$ cat config.mk
export PLATFORM = sky130hd
export DESIGN_NAME = sm3_expnd_top
export DESIGN_NICKNAME = d
export VERILOG_FILES = /design/src/hw/sm3_expnd_pkg.sv /design/src/hw/expnd_ctrl.sv /design/src/hw/sm3_expnd_top.sv /design/src/hw/word_expander.sv /design/src/hw/word_window.sv
export SDC_FILE = /design/constraint.sdc
export NUM_CORES = 1
export LEC_CHECK = 0
export BUFFER_PORTS_ARGS = -buffer_cell sky130_fd_sc_hd__buf_2
export CAP_MARGIN = 20
export CORE_UTILIZATION = 56
export DETAILED_ROUTE_END_ITERATION = 8
export PLACE_DENSITY = 0.76
export SLEW_MARGIN = 20
export SYNTH_ARGS = -nofsm -noshare
export SYNTH_HDL_FRONTEND = slang
export SYNTH_HIERARCHICAL = 1
export SYNTH_SLANG_ARGS = --single-unit
export TNS_END_PERCENT = 1
$ cat constraint.sdc
create_clock -name clk -period 2.5 [get_ports clk]
set_clock_uncertainty 0.2 [all_clocks]
set_input_delay 0.5 -clock clk [delete_from_list [all_inputs] [get_ports clk]]
set_output_delay 0.5 -clock clk [all_outputs]
set_load 0.01 [all_outputs]
$ cat src/hw/sm3_expnd_pkg.sv
package sm3_expnd_pkg;

    ////////////////////////////////
    // types
    ////////////////////////////////

    typedef logic [31:0] sm3_word_t;

    // one message word on the input side
    typedef struct packed {
        sm3_word_t word;
        logic      lst;   // word belongs to last block of the message
    } pad_beat_t;

    // one expansion output pair
    typedef struct packed {
        sm3_word_t wj;
        sm3_word_t wjj;   // wj ^ w(j+4)
        logic      lst;   // only on pair 63 of a last block
    } expnd_pair_t;

    typedef enum logic [1:0] {
        WIN_HOLD   = 2'd0,
        WIN_LOAD   = 2'd1,   // shift in the input word
        WIN_EXPAND = 2'd2    // shift in the expanded word
    } window_cmd_e;

    typedef enum logic [1:0] {
        ST_IDLE        = 2'd0,
        ST_LOAD_HEAD   = 2'd1,   // words 0..4, no output yet
        ST_LOAD_STREAM = 2'd2,   // words 5..15, pairs 0..10
        ST_EXPAND      = 2'd3    // pairs 11..63, input stalled
    } expnd_state_e;

    ////////////////////////////////
    // constants
    ////////////////////////////////

    localparam int unsigned WORDS_PER_BLOCK = 16;
    localparam int unsigned HEAD_WORDS      = 5;
    localparam int unsigned EXPAND_ROUNDS   = 53;   // j = 11..63

    // rotation amounts of the recurrence
    localparam int unsigned ROT_P1_A  = 15;
    localparam int unsigned ROT_P1_B  = 23;
    localparam int unsigned ROT_MSG_A = 15;
    localparam int unsigned ROT_MSG_B = 7;

    localparam int unsigned WJJ_TAP = 4;   // distance wj to its xor partner

endpackage

$ cat src/hw/expnd_ctrl.sv
`timescale 1ns/1ps

module expnd_ctrl
    import sm3_expnd_pkg::*;
(
    input  logic        clk,
    input  logic        rst_n,

    input  logic        pad_vld_i,
    input  logic        pad_lst_i,
    output logic        pad_rdy_o,

    output window_cmd_e win_cmd_o,
    output logic        expnd_vld_o,
    output logic        expnd_lst_o
);

    expnd_state_e state_q;
    expnd_state_e state_d;

    logic [3:0] word_cnt_q;   // message words taken in this block
    logic [5:0] rnd_cnt_q;    // expansion cycles done
    logic       lst_flg_q;

    logic xfer;
    logic head_done;
    logic blk_done;
    logic rnd_done;

    ////////////////////////////////
    // handshake and events
    ////////////////////////////////

    assign pad_rdy_o = (state_q != ST_EXPAND);   // stall only while expanding
    assign xfer      = pad_vld_i & pad_rdy_o;

    assign head_done = xfer && (word_cnt_q == 4'(HEAD_WORDS - 1));
    assign blk_done  = xfer && (word_cnt_q == 4'(WORDS_PER_BLOCK - 1));
    assign rnd_done  = (state_q == ST_EXPAND) && (rnd_cnt_q == 6'(EXPAND_ROUNDS - 1));

    ////////////////////////////////
    // state machine
    ////////////////////////////////

    always_comb begin
        state_d = state_q;
        case (state_q)
            ST_IDLE: begin
                if (xfer) begin
                    state_d = ST_LOAD_HEAD;   // word 0 in
                end
            end
            ST_LOAD_HEAD: begin
                if (head_done) begin
                    state_d = ST_LOAD_STREAM;
                end
            end
            ST_LOAD_STREAM: begin
                if (blk_done) begin
                    state_d = ST_EXPAND;
                end
            end
            ST_EXPAND: begin
                if (rnd_done) begin
                    state_d = ST_IDLE;
                end
            end
            default: state_d = ST_IDLE;
        endcase
    end

    always_ff @(posedge clk or negedge rst_n) begin
        if (!rst_n) begin
            state_q <= ST_IDLE;
        end else begin
            state_q <= state_d;
        end
    end

    ////////////////////////////////
    // counters
    ////////////////////////////////

    // wraps 15 -> 0 at the end of each block
    always_ff @(posedge clk or negedge rst_n) begin
        if (!rst_n) begin
            word_cnt_q <= '0;
        end else if (xfer) begin
            word_cnt_q <= word_cnt_q + 4'd1;
        end
    end

    always_ff @(posedge clk or negedge rst_n) begin
        if (!rst_n) begin
            rnd_cnt_q <= '0;
        end else if (rnd_done) begin
            rnd_cnt_q <= '0;
        end else if (state_q == ST_EXPAND) begin
            rnd_cnt_q <= rnd_cnt_q + 6'd1;
        end
    end

    // any lst beat marks the whole block
    always_ff @(posedge clk or negedge rst_n) begin
        if (!rst_n) begin
            lst_flg_q <= 1'b0;
        end else if (xfer && pad_lst_i) begin
            lst_flg_q <= 1'b1;
        end else if (rnd_done) begin
            lst_flg_q <= 1'b0;
        end
    end

    ////////////////////////////////
    // outputs
    ////////////////////////////////

    always_comb begin
        if (state_q == ST_EXPAND) begin
            win_cmd_o = WIN_EXPAND;
        end else if (xfer) begin
            win_cmd_o = WIN_LOAD;
        end else begin
            win_cmd_o = WIN_HOLD;
        end
    end

    // streaming pairs follow the input valid
    assign expnd_vld_o = ((state_q == ST_LOAD_STREAM) && pad_vld_i) || (state_q == ST_EXPAND);
    assign expnd_lst_o = lst_flg_q & rnd_done;   // pair 63 only

endmodule

$ cat src/hw/sm3_expnd_top.sv
`timescale 1ns/1ps

module sm3_expnd_top
    import sm3_expnd_pkg::*;
(
    input  logic        clk,
    input  logic        rst_n,

    input  pad_beat_t   pad_beat_i,
    input  logic        pad_vld_i,
    output logic        pad_rdy_o,

    output expnd_pair_t expnd_pair_o,
    output logic        expnd_vld_o
);

    window_cmd_e                     win_cmd;
    sm3_word_t [WORDS_PER_BLOCK-1:0] taps;
    sm3_word_t                       new_word;
    sm3_word_t                       wj;
    sm3_word_t                       wjj;
    logic                            expnd_lst;

    ////////////////////////////////
    // control
    ////////////////////////////////

    expnd_ctrl u_ctrl (
        .clk         (clk),
        .rst_n       (rst_n),
        .pad_vld_i   (pad_vld_i),
        .pad_lst_i   (pad_beat_i.lst),
        .pad_rdy_o   (pad_rdy_o),
        .win_cmd_o   (win_cmd),
        .expnd_vld_o (expnd_vld_o),
        .expnd_lst_o (expnd_lst)
    );

    ////////////////////////////////
    // datapath
    ////////////////////////////////

    word_window u_window (
        .clk           (clk),
        .rst_n         (rst_n),
        .win_cmd_i     (win_cmd),
        .load_word_i   (pad_beat_i.word),
        .expand_word_i (new_word),
        .taps_o        (taps)
    );

    word_expander u_expander (
        .taps_i     (taps),
        .new_word_o (new_word),
        .wj_o       (wj),
        .wjj_o      (wjj)
    );

    assign expnd_pair_o = '{wj: wj, wjj: wjj, lst: expnd_lst};

endmodule

$ cat src/hw/word_expander.sv
`timescale 1ns/1ps

module word_expander
    import sm3_expnd_pkg::*;
(
    input  sm3_word_t [WORDS_PER_BLOCK-1:0]  taps_i,
    output sm3_word_t                        new_word_o,
    output sm3_word_t                        wj_o,
    output sm3_word_t                        wjj_o
);

    sm3_word_t p1_in;

    function automatic sm3_word_t rotl(sm3_word_t x, int unsigned n);
        rotl = (x << n) | (x >> ($bits(sm3_word_t) - n));
    endfunction

    function automatic sm3_word_t p1(sm3_word_t x);
        p1 = x ^ rotl(x, ROT_P1_A) ^ rotl(x, ROT_P1_B);
    endfunction

    ////////////////////////////////
    // recurrence
    ////////////////////////////////

    // taps 0, 7, 13 are w(j-16), w(j-9), w(j-3)
    assign p1_in = taps_i[0] ^ taps_i[7] ^ rotl(taps_i[13], ROT_MSG_A);

    // taps 3, 10 are w(j-13), w(j-6)
    assign new_word_o = p1(p1_in) ^ rotl(taps_i[3], ROT_MSG_B) ^ taps_i[10];

    ////////////////////////////////
    // output pair
    ////////////////////////////////

    // wj sits WJJ_TAP below the newest word
    assign wj_o  = taps_i[WORDS_PER_BLOCK-1-WJJ_TAP];
    assign wjj_o = taps_i[WORDS_PER_BLOCK-1-WJJ_TAP] ^ taps_i[WORDS_PER_BLOCK-1];

endmodule

$ cat src/hw/word_window.sv
`timescale 1ns/1ps

module word_window
    import sm3_expnd_pkg::*;
(
    input  logic                             clk,
    input  logic                             rst_n,

    input  window_cmd_e                      win_cmd_i,
    input  sm3_word_t                        load_word_i,
    input  sm3_word_t                        expand_word_i,

    output sm3_word_t [WORDS_PER_BLOCK-1:0]  taps_o
);

    // index 0 holds the oldest word, 15 the newest
    sm3_word_t [WORDS_PER_BLOCK-1:0] win_q;
    sm3_word_t                       push_word;
    logic                            shift_en;

    ////////////////////////////////
    // word select
    ////////////////////////////////

    always_comb begin
        case (win_cmd_i)
            WIN_EXPAND: push_word = expand_word_i;
            default:    push_word = load_word_i;   // load, or don't care on hold
        endcase
    end

    assign shift_en = (win_cmd_i == WIN_LOAD) || (win_cmd_i == WIN_EXPAND);

    ////////////////////////////////
    // shift register
    ////////////////////////////////

    always_ff @(posedge clk or negedge rst_n) begin
        if (!rst_n) begin
            win_q <= '0;
        end else if (shift_en) begin
            // drop index 0, new word lands at the top
            win_q <= {push_word, win_q[WORDS_PER_BLOCK-1:1]};
        end
    end

    assign taps_o = win_q;

endmodule

# Yosys cells after proc, flatten, opt, wreduce, memory -nomap -nowiden
# Cells that the tools add are included.
# Widths: inputs -> output; s select.
[classes]
add_sub_neg = 2
n_eq_ne = 13
mux = 12
bitwise = 13
reduce_logical = 11
[op_table]
columns = ["operator", "n"]
rows = [
  ["$xor 32x32->32", 7],
  ["$or 32x15->32", 2],
  ["$mux 32", 1],
  ["$or 32x23->32", 1],
  ["$or 32x7->32", 1],
  ["$mux 6", 2],
  ["$mux 2", 5],
  ["$ne 2x1->1 const B", 4],
  ["$pmux 2 s4", 1],
  ["$add 6x1->6 const B", 1],
  ["$eq 2x2->1 const B", 3],
  ["$eq 6x6->1 const B", 1],
  ["$logic_and 1x1->1", 5],
  ["$add 4x1->4 const B", 1],
  ["$eq 2x1->1 const B", 2],
  ["$eq 4x3->1 const B", 1],
  ["$eq 4x4->1 const B", 1],
  ["$reduce_and 4->1", 1],
  ["$reduce_bool 2->1", 2],
  ["$mux 1", 3],
  ["$and 1x1->1", 2],
  ["$logic_not 2->1", 1],
  ["$logic_or 1x1->1", 2],
  ["$ne 2x2->1 const B", 1],
]
[word_totals]
reg_bits = 525
out_inout_bits = 67
wordCells = 71

# Depth between registers and ports, before layout
# Gate-level depths: netlist of the first run.
[depth]
ltp_word = 8
depth_mapped = 12
depth_no_buf = 7

# Modules after synthesis
# Netlist of the first run, hierarchy kept.
[by_module_without_submodules]
columns = ["mod", "n_inst", "cells_each", "area_each_um2", "seq_area_each_um2"]
rows = [
  ["word_window", 1, 1155, 19667.6, 12812.3],
  ["word_expander", 1, 224, 2393.5, 0.0],
  ["expnd_ctrl", 1, 77, 804.5, 325.3],
  ["sm3_expnd_top", 1, 1, 7.5, 0.0],
]

# Least setup slack after synthesis of the first run
# Ideal clock, no wire load.
[synth_path]
path_kind = "register -> register"
start = "register u_ctrl.state_q[0]"
end = "register u_window.win_q, in the netlist u_window/taps_o[0]"
arrival_ns = 2.045
setup_slack_ns = 0.130
stages_incl_launch_ff = 12
path_buffers = 5
period_less_slack_ns = 2.370
path_cell_list = "dfrtp_1 ha_1 nand2b_4 inv_6 buf_4 inv_1 ha_1 buf_2 buf_6 buf_6 buf_6 mux2_4"
[synth_via]
word_cells_on_any_way = 8
classes_between = "eq/ne: 4; mux: 2; bitwise: 1; reduce/logical: 1"
[synth_rtl]
columns = ["element", "line_no", "rtl"]
rows = [
  ["start: declaration", "expnd_ctrl.sv:18", "expnd_state_e state_q;"],
  ["start signal: assignment", "expnd_ctrl.sv:76", "state_q <= state_d;"],
  ["$eq 2x2->1 (*)", "expnd_ctrl.sv:119", "if (state_q == ST_EXPAND) begin"],
  ["$mux 2 (*)", "expnd_ctrl.sv:119", ""],
  ["via win_cmd[1]", "sm3_expnd_top.sv:17", "window_cmd_e win_cmd;"],
  ["$eq 2x1->1 / $eq 2x2->1 (equally long branches)", "word_window.sv:32", "assign shift_en = (win_cmd_i == WIN_LOAD) || (win_cmd_i == WIN_EXPAND);"],
  ["$logic_or 1x1->1 (*)", "word_window.sv:32", ""],
  ["end signal: assignment", "word_window.sv:43", "win_q <= {push_word, win_q[WORDS_PER_BLOCK-1:1]};"],
  ["end: declaration", "word_window.sv:17", "sm3_word_t [WORDS_PER_BLOCK-1:0] win_q;"],
]
# The timed path passes the listed nets; every way through them passes the cells marked *.
# A chain may end at the register's enable or synchronous reset.

# Worst setup path after layout of the first run
[layout_path]
start = "register u_ctrl.state_q[0]"
end = "register u_window.win_q, in the netlist u_window/taps_o[411]"
# The elaborated chain is that of the path after synthesis.

==> results of run 1 <==
cell type report:
cell class	count	area [sq um]	share of cell area, %
repair buffers	169	1360	5.20
clock buffers	81	1580	6.08
clock inverters	15	279	1.07
flip-flops and latches	525	13100	50.4
inverters	11	46.3	0.178
well taps	525	657	2.52
multi-input cells	821	8990	34.5
layer usage:
metal	global-route usage (%)	up-vias
met1	31.6	5932
li1	-	5257
met5	0	-
met2	35.8	168
met4	7.30	0
met3	3.13	68
cells in the final DEF (no fill, tap or decap), types with 7 or more instances in the layout:
master and instances:
buf_12 20, buf_2 101, buf_4 29, bufinv_16 8, clkbuf_1 15, clkbuf_16 55
clkbuf_8 11, dfrtp_1 525, dlygate4sd3_1 15, ha_1 7, inv_1 7, mux2_2 383
mux2_4 98, mux2i_1 33, nand2_1 40, o21ai_0 32, xnor2_1 100, xnor3_1 7
xnor3_2 25, xor2_1 66
worst min-delay path: stages:
cell and delay [ns]:
buf_2 0.08, mux2i_1 0.05, o21ai_0 0.14
worst max path at each step:
stage | from | to | slack (ns)
global route | u_ctrl/state_q[0]$_DFFE_PN0P_ | u_window/taps_o[368]$_DFFE_PN0P_ | -0.02
floorplan | u_ctrl/state_q[0]$_DFFE_PN0P_ | u_window/taps_o[0]$_DFFE_PN0P_ | 0.13
global placement | u_ctrl/state_q[0]$_DFFE_PN0P_ | u_window/taps_o[368]$_DFFE_PN0P_ | 0.12
detailed placement | u_ctrl/state_q[0]$_DFFE_PN0P_ | u_window/taps_o[342]$_DFFE_PN0P_ | 0.08
finish | u_ctrl/state_q[0]$_DFFE_PN0P_ | u_window/taps_o[411]$_DFFE_PN0P_ | 0.06
CTS | u_ctrl/rnd_cnt_q[0]$_DFFE_PN0P_ | expnd_pair_o[0] | 0.04
kinds of logic (layout without fill, tap and decap cells):
kind of cell	count (synthesis)	in the layout	synth area share, %
xor+xnor	198	198	9.64
mux	514	514	26.7
flops	525	525	57.4
simple gates	56	56	1.15
compound gates	43	43	1.08
fa+ha+maj	10	10	0.547
buf+inv	111	276	3.42
through the flow:
step / hold slack (ns) / util [%] / instance area [sq um] / worst slack (ns)
2_1_floorplan: 0.00441 / - / 22900 / 0.130
3_3_place_gp: 0.220 / 59.9 / 24000 / 0.122
3_5_place_dp: 0.218 / 59.9 / 24000 / 0.0815
4_1_cts: 0.000411 / 65.0 / 26000 / 0.0354
5_1_grt: 0.0354 / 65.1 / 26100 / -0.0180
6_report: 0.00652 / 65.1 / 26100 / 0.0602
registers in the layout, summed over array words and instances, names as in the netlist:
signal / flops
u_ctrl/word_cnt_q: 4
u_ctrl/state_q: 2
u_ctrl/lst_flg_q: 1
u_window/taps_o: 512
u_ctrl/rnd_cnt_q: 6
what timing repair did:
item / CTS / global route
hold endpoints to repair: 157 / 0
pin swaps: 2 / 1
hold buffers: 15 / 0
buffers inserted: 5 / 0
setup endpoints to repair: 1 / 24
gates resized for setup: 7 / 4
==> metrics.txt, run 1 <==
CTS clk-pin slew, worst paths 0.06 ns; Chip Height 204 um; EDFF count, synth 0; unrepaired setup endpoints after global routing yes; R2R cell count 8; Buffers on Ports 102; Final min period 2.44 ns; Yosys reg bits 525; Met2 Wirelength 21700 um; met3 WL 1670 um; P&R area growth vs syn 13.9%; vias in the first global route 12300; Worst Setup End Kind flop; Pre-Repair DR Iteration Count 4; Syn Inst Count 1457; clk root buf clkbuf_16; Antenna Nets Post-Route 0; CP bufs+invs 4; slowest stage cell, crit path dfrtp_1; WHS Path Cells 3; Iter 0 DRT Violations 615; ys flop type dfrtp_1; CP cell instances ha_2 > nand2b_4 > inv_6 > inv_1 > ha_4 > buf_12 > buf_12 > mux2_2; ys async rst share 100%; type of the worst setup path reg -> reg; delay-heaviest family, CP adder cells; drt wl/cell 20.8 um; Inst Count DP 2031; WP data required 2.76 ns; max cap viols 0; Slew HR 64.9%; first-pass GRT wire length 70500 um; reg2reg setup slack 0.06 ns; cell with the most instances after synthesis dfrtp_1; fillcell total 2843; ANT cells 0; initial antenna violation count 0; routed via count 11400; Setup-failing EPs final 0; Syn Area/Cell 15.7 sq um; CTS tree built; total CTS buffers 53; Hold Path Class in -> reg; vias per cell 5.32; drt total wl 44700 um; Remaining Overflow, GRT 0; status finished, final reports clean; area leader, netlist dfrtp_1; WP data arrival 2.70 ns; hold_sp pad_beat_i[16]; gr usage total 22.3%; htree depth 2; Core ar. 40000 sq um; clock insertion delay at the later pin of the skew report 0.59 ns; Non-Filler Instances 2147; share of cells above drive strength 1 46.5%; Initial Util 57.2%; gpl congestion 0.783; maximum net fanout on the critical path 30; Synth Cell Area 22900 sq um; startpoint types flop; die outline width 204 um; Crit path depth 8; Max Clk Rate 0.410 GHz; Nets 1627; Reg2Reg Launch Point u_ctrl/state_q[0]$_DFFE_PN0P_; CTS Buffer Depth 3; CP dominant cell by count buf_12; R2R Path End u_window/taps_o[411]$_DFFE_PN0P_; WHS Endpoint u_window/taps_o[495]$_DFFE_PN0P_; Synth warnings 6; sequential area share after synthesis 57.4%; Final period util 97.6%; M1 wire length 20200 um; drc violations 0; top cells by area, synth dfrtp_1 57%, mux2_2 19%, mux2_4 6.4%, xnor2_1 3.8%, xnor3_2 2.6%; pin count of the biggest net entering global routing 97; net count after synthesis 1503; HPWL Detailed 30600 um; synth unique cells 36; Fin. Hold Viols 0; # IOs 103; Max Slew Vio Count 0; die area 41700 sq um; worst slew pin tran 0.523 ns; setup_tns 0 ns; Synth top cells by count 525 x dfrtp_1, 384 x mux2_2, 100 x xnor2_1; clk sinks 525; top-area cell type share of the netlist area 57.4%; top layer used by detailed routing met4; slowest stage delay, CP 0.40 ns; Core Rows 73
Power of run 1 is left out: the tool's default activity adds up to more than one toggle a clock period on the data nets, which glitch-free logic cannot reach.
==> run 2: changes to the inputs <==
--- a/config.mk
+++ b/config.mk
@@ -7,9 +7,10 @@
 export LEC_CHECK = 0
 export BUFFER_PORTS_ARGS = -buffer_cell sky130_fd_sc_hd__buf_2
 export CAP_MARGIN = 20
-export CORE_UTILIZATION = 56
+export CORE_UTILIZATION = 50
+export CTS_BUF_LIST = sky130_fd_sc_hd__clkbuf_8
 export DETAILED_ROUTE_END_ITERATION = 8
-export PLACE_DENSITY = 0.76
+export PLACE_DENSITY = 0.8
 export SLEW_MARGIN = 20
 export SYNTH_ARGS = -nofsm -noshare
 export SYNTH_HDL_FRONTEND = slang
==> run 2 against run 1 <==
  * Hold slack gained 0.019 ns
  * Clock-buffer cell count grew 29
  * Flip-flop and latch count is the same
  * Highest routed layer unchanged
==> metrics.txt, run 2 (same netlist as run 1, synthesis figures left out) <==
pin count of the biggest net entering global routing 80; initial antenna violation count 0; Crit path depth 8; drt total wl 46100 um; die outline width 216 um; max cap viols 0; share of cells above drive strength 1 47.4%; Nets 1684; CTS tree built; first-pass GRT wire length 74100 um; gr usage total 20.6%; Chip Height 216 um; Setup-failing EPs final 0; Iter 0 DRT Violations 562; status finished, final reports clean; CP bufs+invs 4; ANT cells 0; CP cell instances ha_2 > nand2b_4 > inv_6 > inv_1 > ha_4 > buf_16 > buf_12 > mux2_2; maximum net fanout on the critical path 30; Max Slew Vio Count 0; clk sinks 525; startpoint types flop; routed via count 11800; htree depth 3; Remaining Overflow, GRT 0; final worst slack 0.0197 ns; delay-heaviest family, CP buffers and inverters; WP data required 2.81 ns; gpl congestion 0.775; drc violations 0; Max Clk Rate 0.403 GHz; worst slew pin tran 0.577 ns; Final period util 99.2%; commonest non-fill, non-tap cell in the layout dfrtp_1; die area 46600 sq um; Fin. Hold Viols 0; clk root buf clkbuf_8; Largest register FFs 512; vias in the first global route 13100; Buffers on Ports 102; CTS clk-pin slew, worst paths 0.06 ns; total CTS buffers 84; clock insertion delay at the later pin of the skew report 0.63 ns; Initial Util 50.5%; R2R cell count 8; Core Rows 78; Antenna Nets Post-Route 0; Slew HR 61.3%; Pre-Repair DR Iteration Count 4; CTS Buffer Depth 3; Worst Setup End Kind flop; commonest cells after routing, fill and taps aside 525 x dfrtp_1, 384 x mux2_2, 110 x clkbuf_8; slowest stage delay, CP 0.40 ns; slowest stage cell, crit path dfrtp_1; pre-CTS setup slack 0.0275 ns; HPWL Detailed 31800 um; drt wl/cell 20.0 um; P&R area growth vs syn 15.0%; Register Area 13100 sq um; Core ar. 45300 sq um; WP data arrival 2.79 ns; fillcell total 3472; Hold Path Class in -> reg; type of the worst setup path reg -> reg; unrepaired setup endpoints after global routing yes; vias per cell 5.13; # IOs 103; multi-input logic area 9010 sq um; WHS Path Cells 3; Final min period 2.48 ns
==> run 2: worst register-to-register path, stage by stage, from the launching register on <==
cell	delay, ns
dfrtp_1	0.40
ha_2	0.21
nand2b_4	0.17
inv_6	0.09
inv_1	0.07
ha_4	0.38
buf_16	0.25
buf_12	0.23
mux2_2	0.37
==> run 2: repair_timing <==
| item | 4_1_cts | 5_1_grt |
|---|---|---|
| resized for setup | 7 | 5 |
| pin swaps | 1 | 3 |
| endpoints found under the hold margin | 226 | 0 |
| endpoints found under the setup margin | 1 | 99 |
| buffers inserted | 9 | 2 |
| cloned | 0 | 0 |
| hold buffers | 31 | 0 |
==> run 2: per-layer routing <==
| layer | part of all wire [%] | wire length (um) | global-route usage, % |
|---|---|---|---|
| met5 | 0 | 0 | 0 |
| met4 | 2.7 | 1230 | 7.35 |
| met3 | 3.4 | 1550 | 3.55 |
| met2 | 50 | 22900 | 34.3 |
| met1 | 44 | 20500 | 27.2 |
==> run 2: area by class of cell <==
cell class                 instances  share of cell area [%]
timing repair buffer             195                    6.26
sequential                       525                    50.0
multi-input combinational        821                    34.2
clock buffer                     110                    5.76
tap                              600                    2.85
inverter                          11                   0.176
clock inverter                    40                   0.747
==> run 2: worst paths after layout <==
path / to / slack (ns) / from
max: u_window/taps_o[428]$_DFFE_PN0P_ / 0.02 / u_ctrl/state_q[0]$_DFFE_PN0P_
min in group asynchronous: u_window/taps_o[92]$_DFFE_PN0P_ / 0.18 / rst_n
max reg2reg: u_window/taps_o[428]$_DFFE_PN0P_ / 0.02 / u_ctrl/state_q[0]$_DFFE_PN0P_
min: u_window/taps_o[509]$_DFFE_PN0P_ / 0.03 / pad_beat_i[30]
min reg2reg: u_ctrl/lst_flg_q$_DFFE_PN0P_ / 0.28 / u_ctrl/lst_flg_q$_DFFE_PN0P_
max in group asynchronous: u_window/taps_o[227]$_DFFE_PN0P_ / 1.02 / rst_n
==> run 2: stage by stage <==
stage | hold WS (ns) | util [%] | TNS [ns] | instance area [sq um] | std cells
5_1_grt | 0.00780 | 58.1 | -0.523 | 26300 | 2302
3_3_place_gp | 0.243 | 53.3 | 0 | 24100 | 2110
2_1_floorplan | 0.00441 | - | 0 | 22900 | 1457
6_report | 0.0260 | 58.1 | 0 | 26300 | 2302
4_1_cts | 0.00259 | 58.0 | 0 | 26300 | 2300
3_5_place_dp | 0.248 | 53.3 | 0 | 24100 | 2110
Power of run 2 is left out for the same reason.
==> run 3: changes to the inputs <==
==> constraint.sdc (replaced) <==
create_clock -name clk -period 2.5 [get_ports clk]
set_clock_uncertainty 0.2 [all_clocks]
set_input_delay 0.75 -clock clk [delete_from_list [all_inputs] [get_ports clk]]
set_output_delay 0.75 -clock clk [all_outputs]
set_load 0.01 [all_outputs]
==> run 3 against run 2 <==
  * The flow now finishes with violations (negative setup slack)
  * Register-to-register slack about the same
  * Global-route usage down 0.26 points
  * Critical path depth down 2
  * Via count up 0.47%
  * Flip-flop and latch count unchanged
  * Maximum frequency down 8.5%
  * Sequential share of layout area up 0.055 points
  * Clock-buffer cell count unchanged
  * Final cell count down 0.43%
  * Cell area down 0.10%
  * Die area unchanged
  * Critical path type is now reg -> out
  * Highest routed layer unchanged
==> metrics.txt, run 3 (same netlist as run 1, synthesis figures left out) <==
die outline width 216 um; share of cells above drive strength 1 49.2%; pin count of the biggest net entering global routing 55; vias per cell 5.18; clk sinks 525; Core Rows 78; max cap viols 0; vias in the first global route 12800; commonest cells after routing, fill and taps aside 524 x dfrtp_1, 380 x mux2_2, 110 x clkbuf_8; critical path startpoint u_ctrl/state_q[0]$_DFFE_PN0P_; Reg2Reg Launch Point u_ctrl/state_q[0]$_DFFE_PN0P_; fillcell total 3433; type of the worst setup path reg -> out; Initial Util 50.5%; gpl congestion 0.799; worst setup path end expnd_pair_o[0]; clock insertion delay at the later pin of the skew report 0.65 ns; Hold Path Class in -> reg; Slew HR 63.4%; Max Clk Rate 0.369 GHz; Worst Hold Slack 0.104 ns; CTS tree built; Nets 1673; failing checks negative setup slack; drc violations 0; commonest non-fill, non-tap cell in the layout dfrtp_1; Final period util 108%; gr usage total 20.3%; htree depth 3; Buffers on Ports 102; Core ar. 45300 sq um; Worst Setup End Kind output pin; status finished, violations left; Remaining Overflow, GRT 0; R2R Path End u_window/taps_o[188]$_DFFE_PN0P_; reg2reg setup slack 0.01 ns; Setup-failing EPs final 3; drt total wl 45500 um; total CTS buffers 85; Iter 0 DRT Violations 535; maximum net fanout on the critical path 3; Pre-Repair DR Iteration Count 5; die area 46600 sq um; worst slew pin tran 0.544 ns; clk root buf clkbuf_8; first-pass GRT wire length 72600 um; Max Slew Vio Count 0; final worst slack -0.212 ns; WP data arrival 1.76 ns; CTS clk-pin slew, worst paths 0.06 ns; setup_tns -0.442 ns; R2R cell count 9; P&R area growth vs syn 14.9%; WP data required 1.55 ns; unrepaired setup endpoints after global routing yes; # IOs 103; initial antenna violation count 0; ANT cells 0; Antenna Nets Post-Route 0; startpoint types flop; Fin. Hold Viols 0; routed via count 11900; HPWL Detailed 32400 um; CTS Buffer Depth 3; Largest register FFs 512; Final min period 2.71 ns; drt wl/cell 19.8 um; Chip Height 216 um
-- run 3: changes by cell type in the layout (fill, tap and decap cells not counted), moves of 2 or more --
cell	change
dlygate4sd3_1	-30
buf_4	+13
mux2_2	-4
mux2_4	+4
buf_12	+3
inv_1	-3
buf_6	+2
bufinv_16	+2
-- run 3: area by class of cell --
type                            instances  area (sq um)  share of cell area [%]
Inverter                               11          46.3                   0.176
Clock inverter                         42           267                    1.01
Timing Repair Buffer                  183          1540                    5.84
Multi-Input combinational cell        821          9020                    34.3
Tap cell                              600           751                    2.86
Clock buffer                          110          1510                    5.76
Sequential cell                       525         13100                    50.0
-- run 3: routing by layer --
layer  up-vias  wire length (um)  global-route usage (%)
met5         -                 0                       0
met2       191             22900                    33.6
met1      6221             20200                    27.2
met4         0              1080                    7.33
met3        70              1350                    3.20
li1       5384                 -                       -
-- run 3: worst min path at each step --
stage	start	endpoint	cells past startpoint
3_5_place_dp	u_ctrl/lst_flg_q$_DFFE_PN0P_	u_ctrl/lst_flg_q$_DFFE_PN0P_	2
3_3_place_gp	u_ctrl/lst_flg_q$_DFFE_PN0P_	u_ctrl/lst_flg_q$_DFFE_PN0P_	2
4_1_cts	pad_beat_i[0]	u_ctrl/lst_flg_q$_DFFE_PN0P_	3
5_1_grt	pad_beat_i[0]	u_ctrl/lst_flg_q$_DFFE_PN0P_	3
6_report	pad_beat_i[0]	u_ctrl/lst_flg_q$_DFFE_PN0P_	3
2_1_floorplan	rst_n	u_ctrl/lst_flg_q$_DFFE_PN0P_	0
-- run 3: critical path, cell delays in order (launching register included) --
cell     delay [ns]
dfrtp_1        0.39
ha_2           0.21
buf_6          0.11
nand2_4        0.05
nor2_4         0.12
and2_4         0.15
buf_6          0.09
-- run 3: timing repair --
action / 4_1_cts / 5_1_grt
hold buffers: 1 / 0
gates resized for setup: 15 / 6
pin swaps: 3 / 3
setup buffers: 9 / 2
endpoints found under the setup margin: 4 / 150
cloned: 0 / 0
endpoints found under the hold margin: 20 / 0
-- run 3: metrics by stage --
step	cell area (sq um)	setup slack, ns	util, %	cells
2_1_floorplan	22900	0.0790	-	1457
3_3_place_gp	24300	-0.00640	53.7	2128
3_5_place_dp	24300	-0.0167	53.7	2128
4_1_cts	26200	-0.219	57.9	2290
5_1_grt	26300	-0.292	58.0	2292
6_report	26300	-0.212	58.0	2292
Power of run 3 is left out for the same reason.
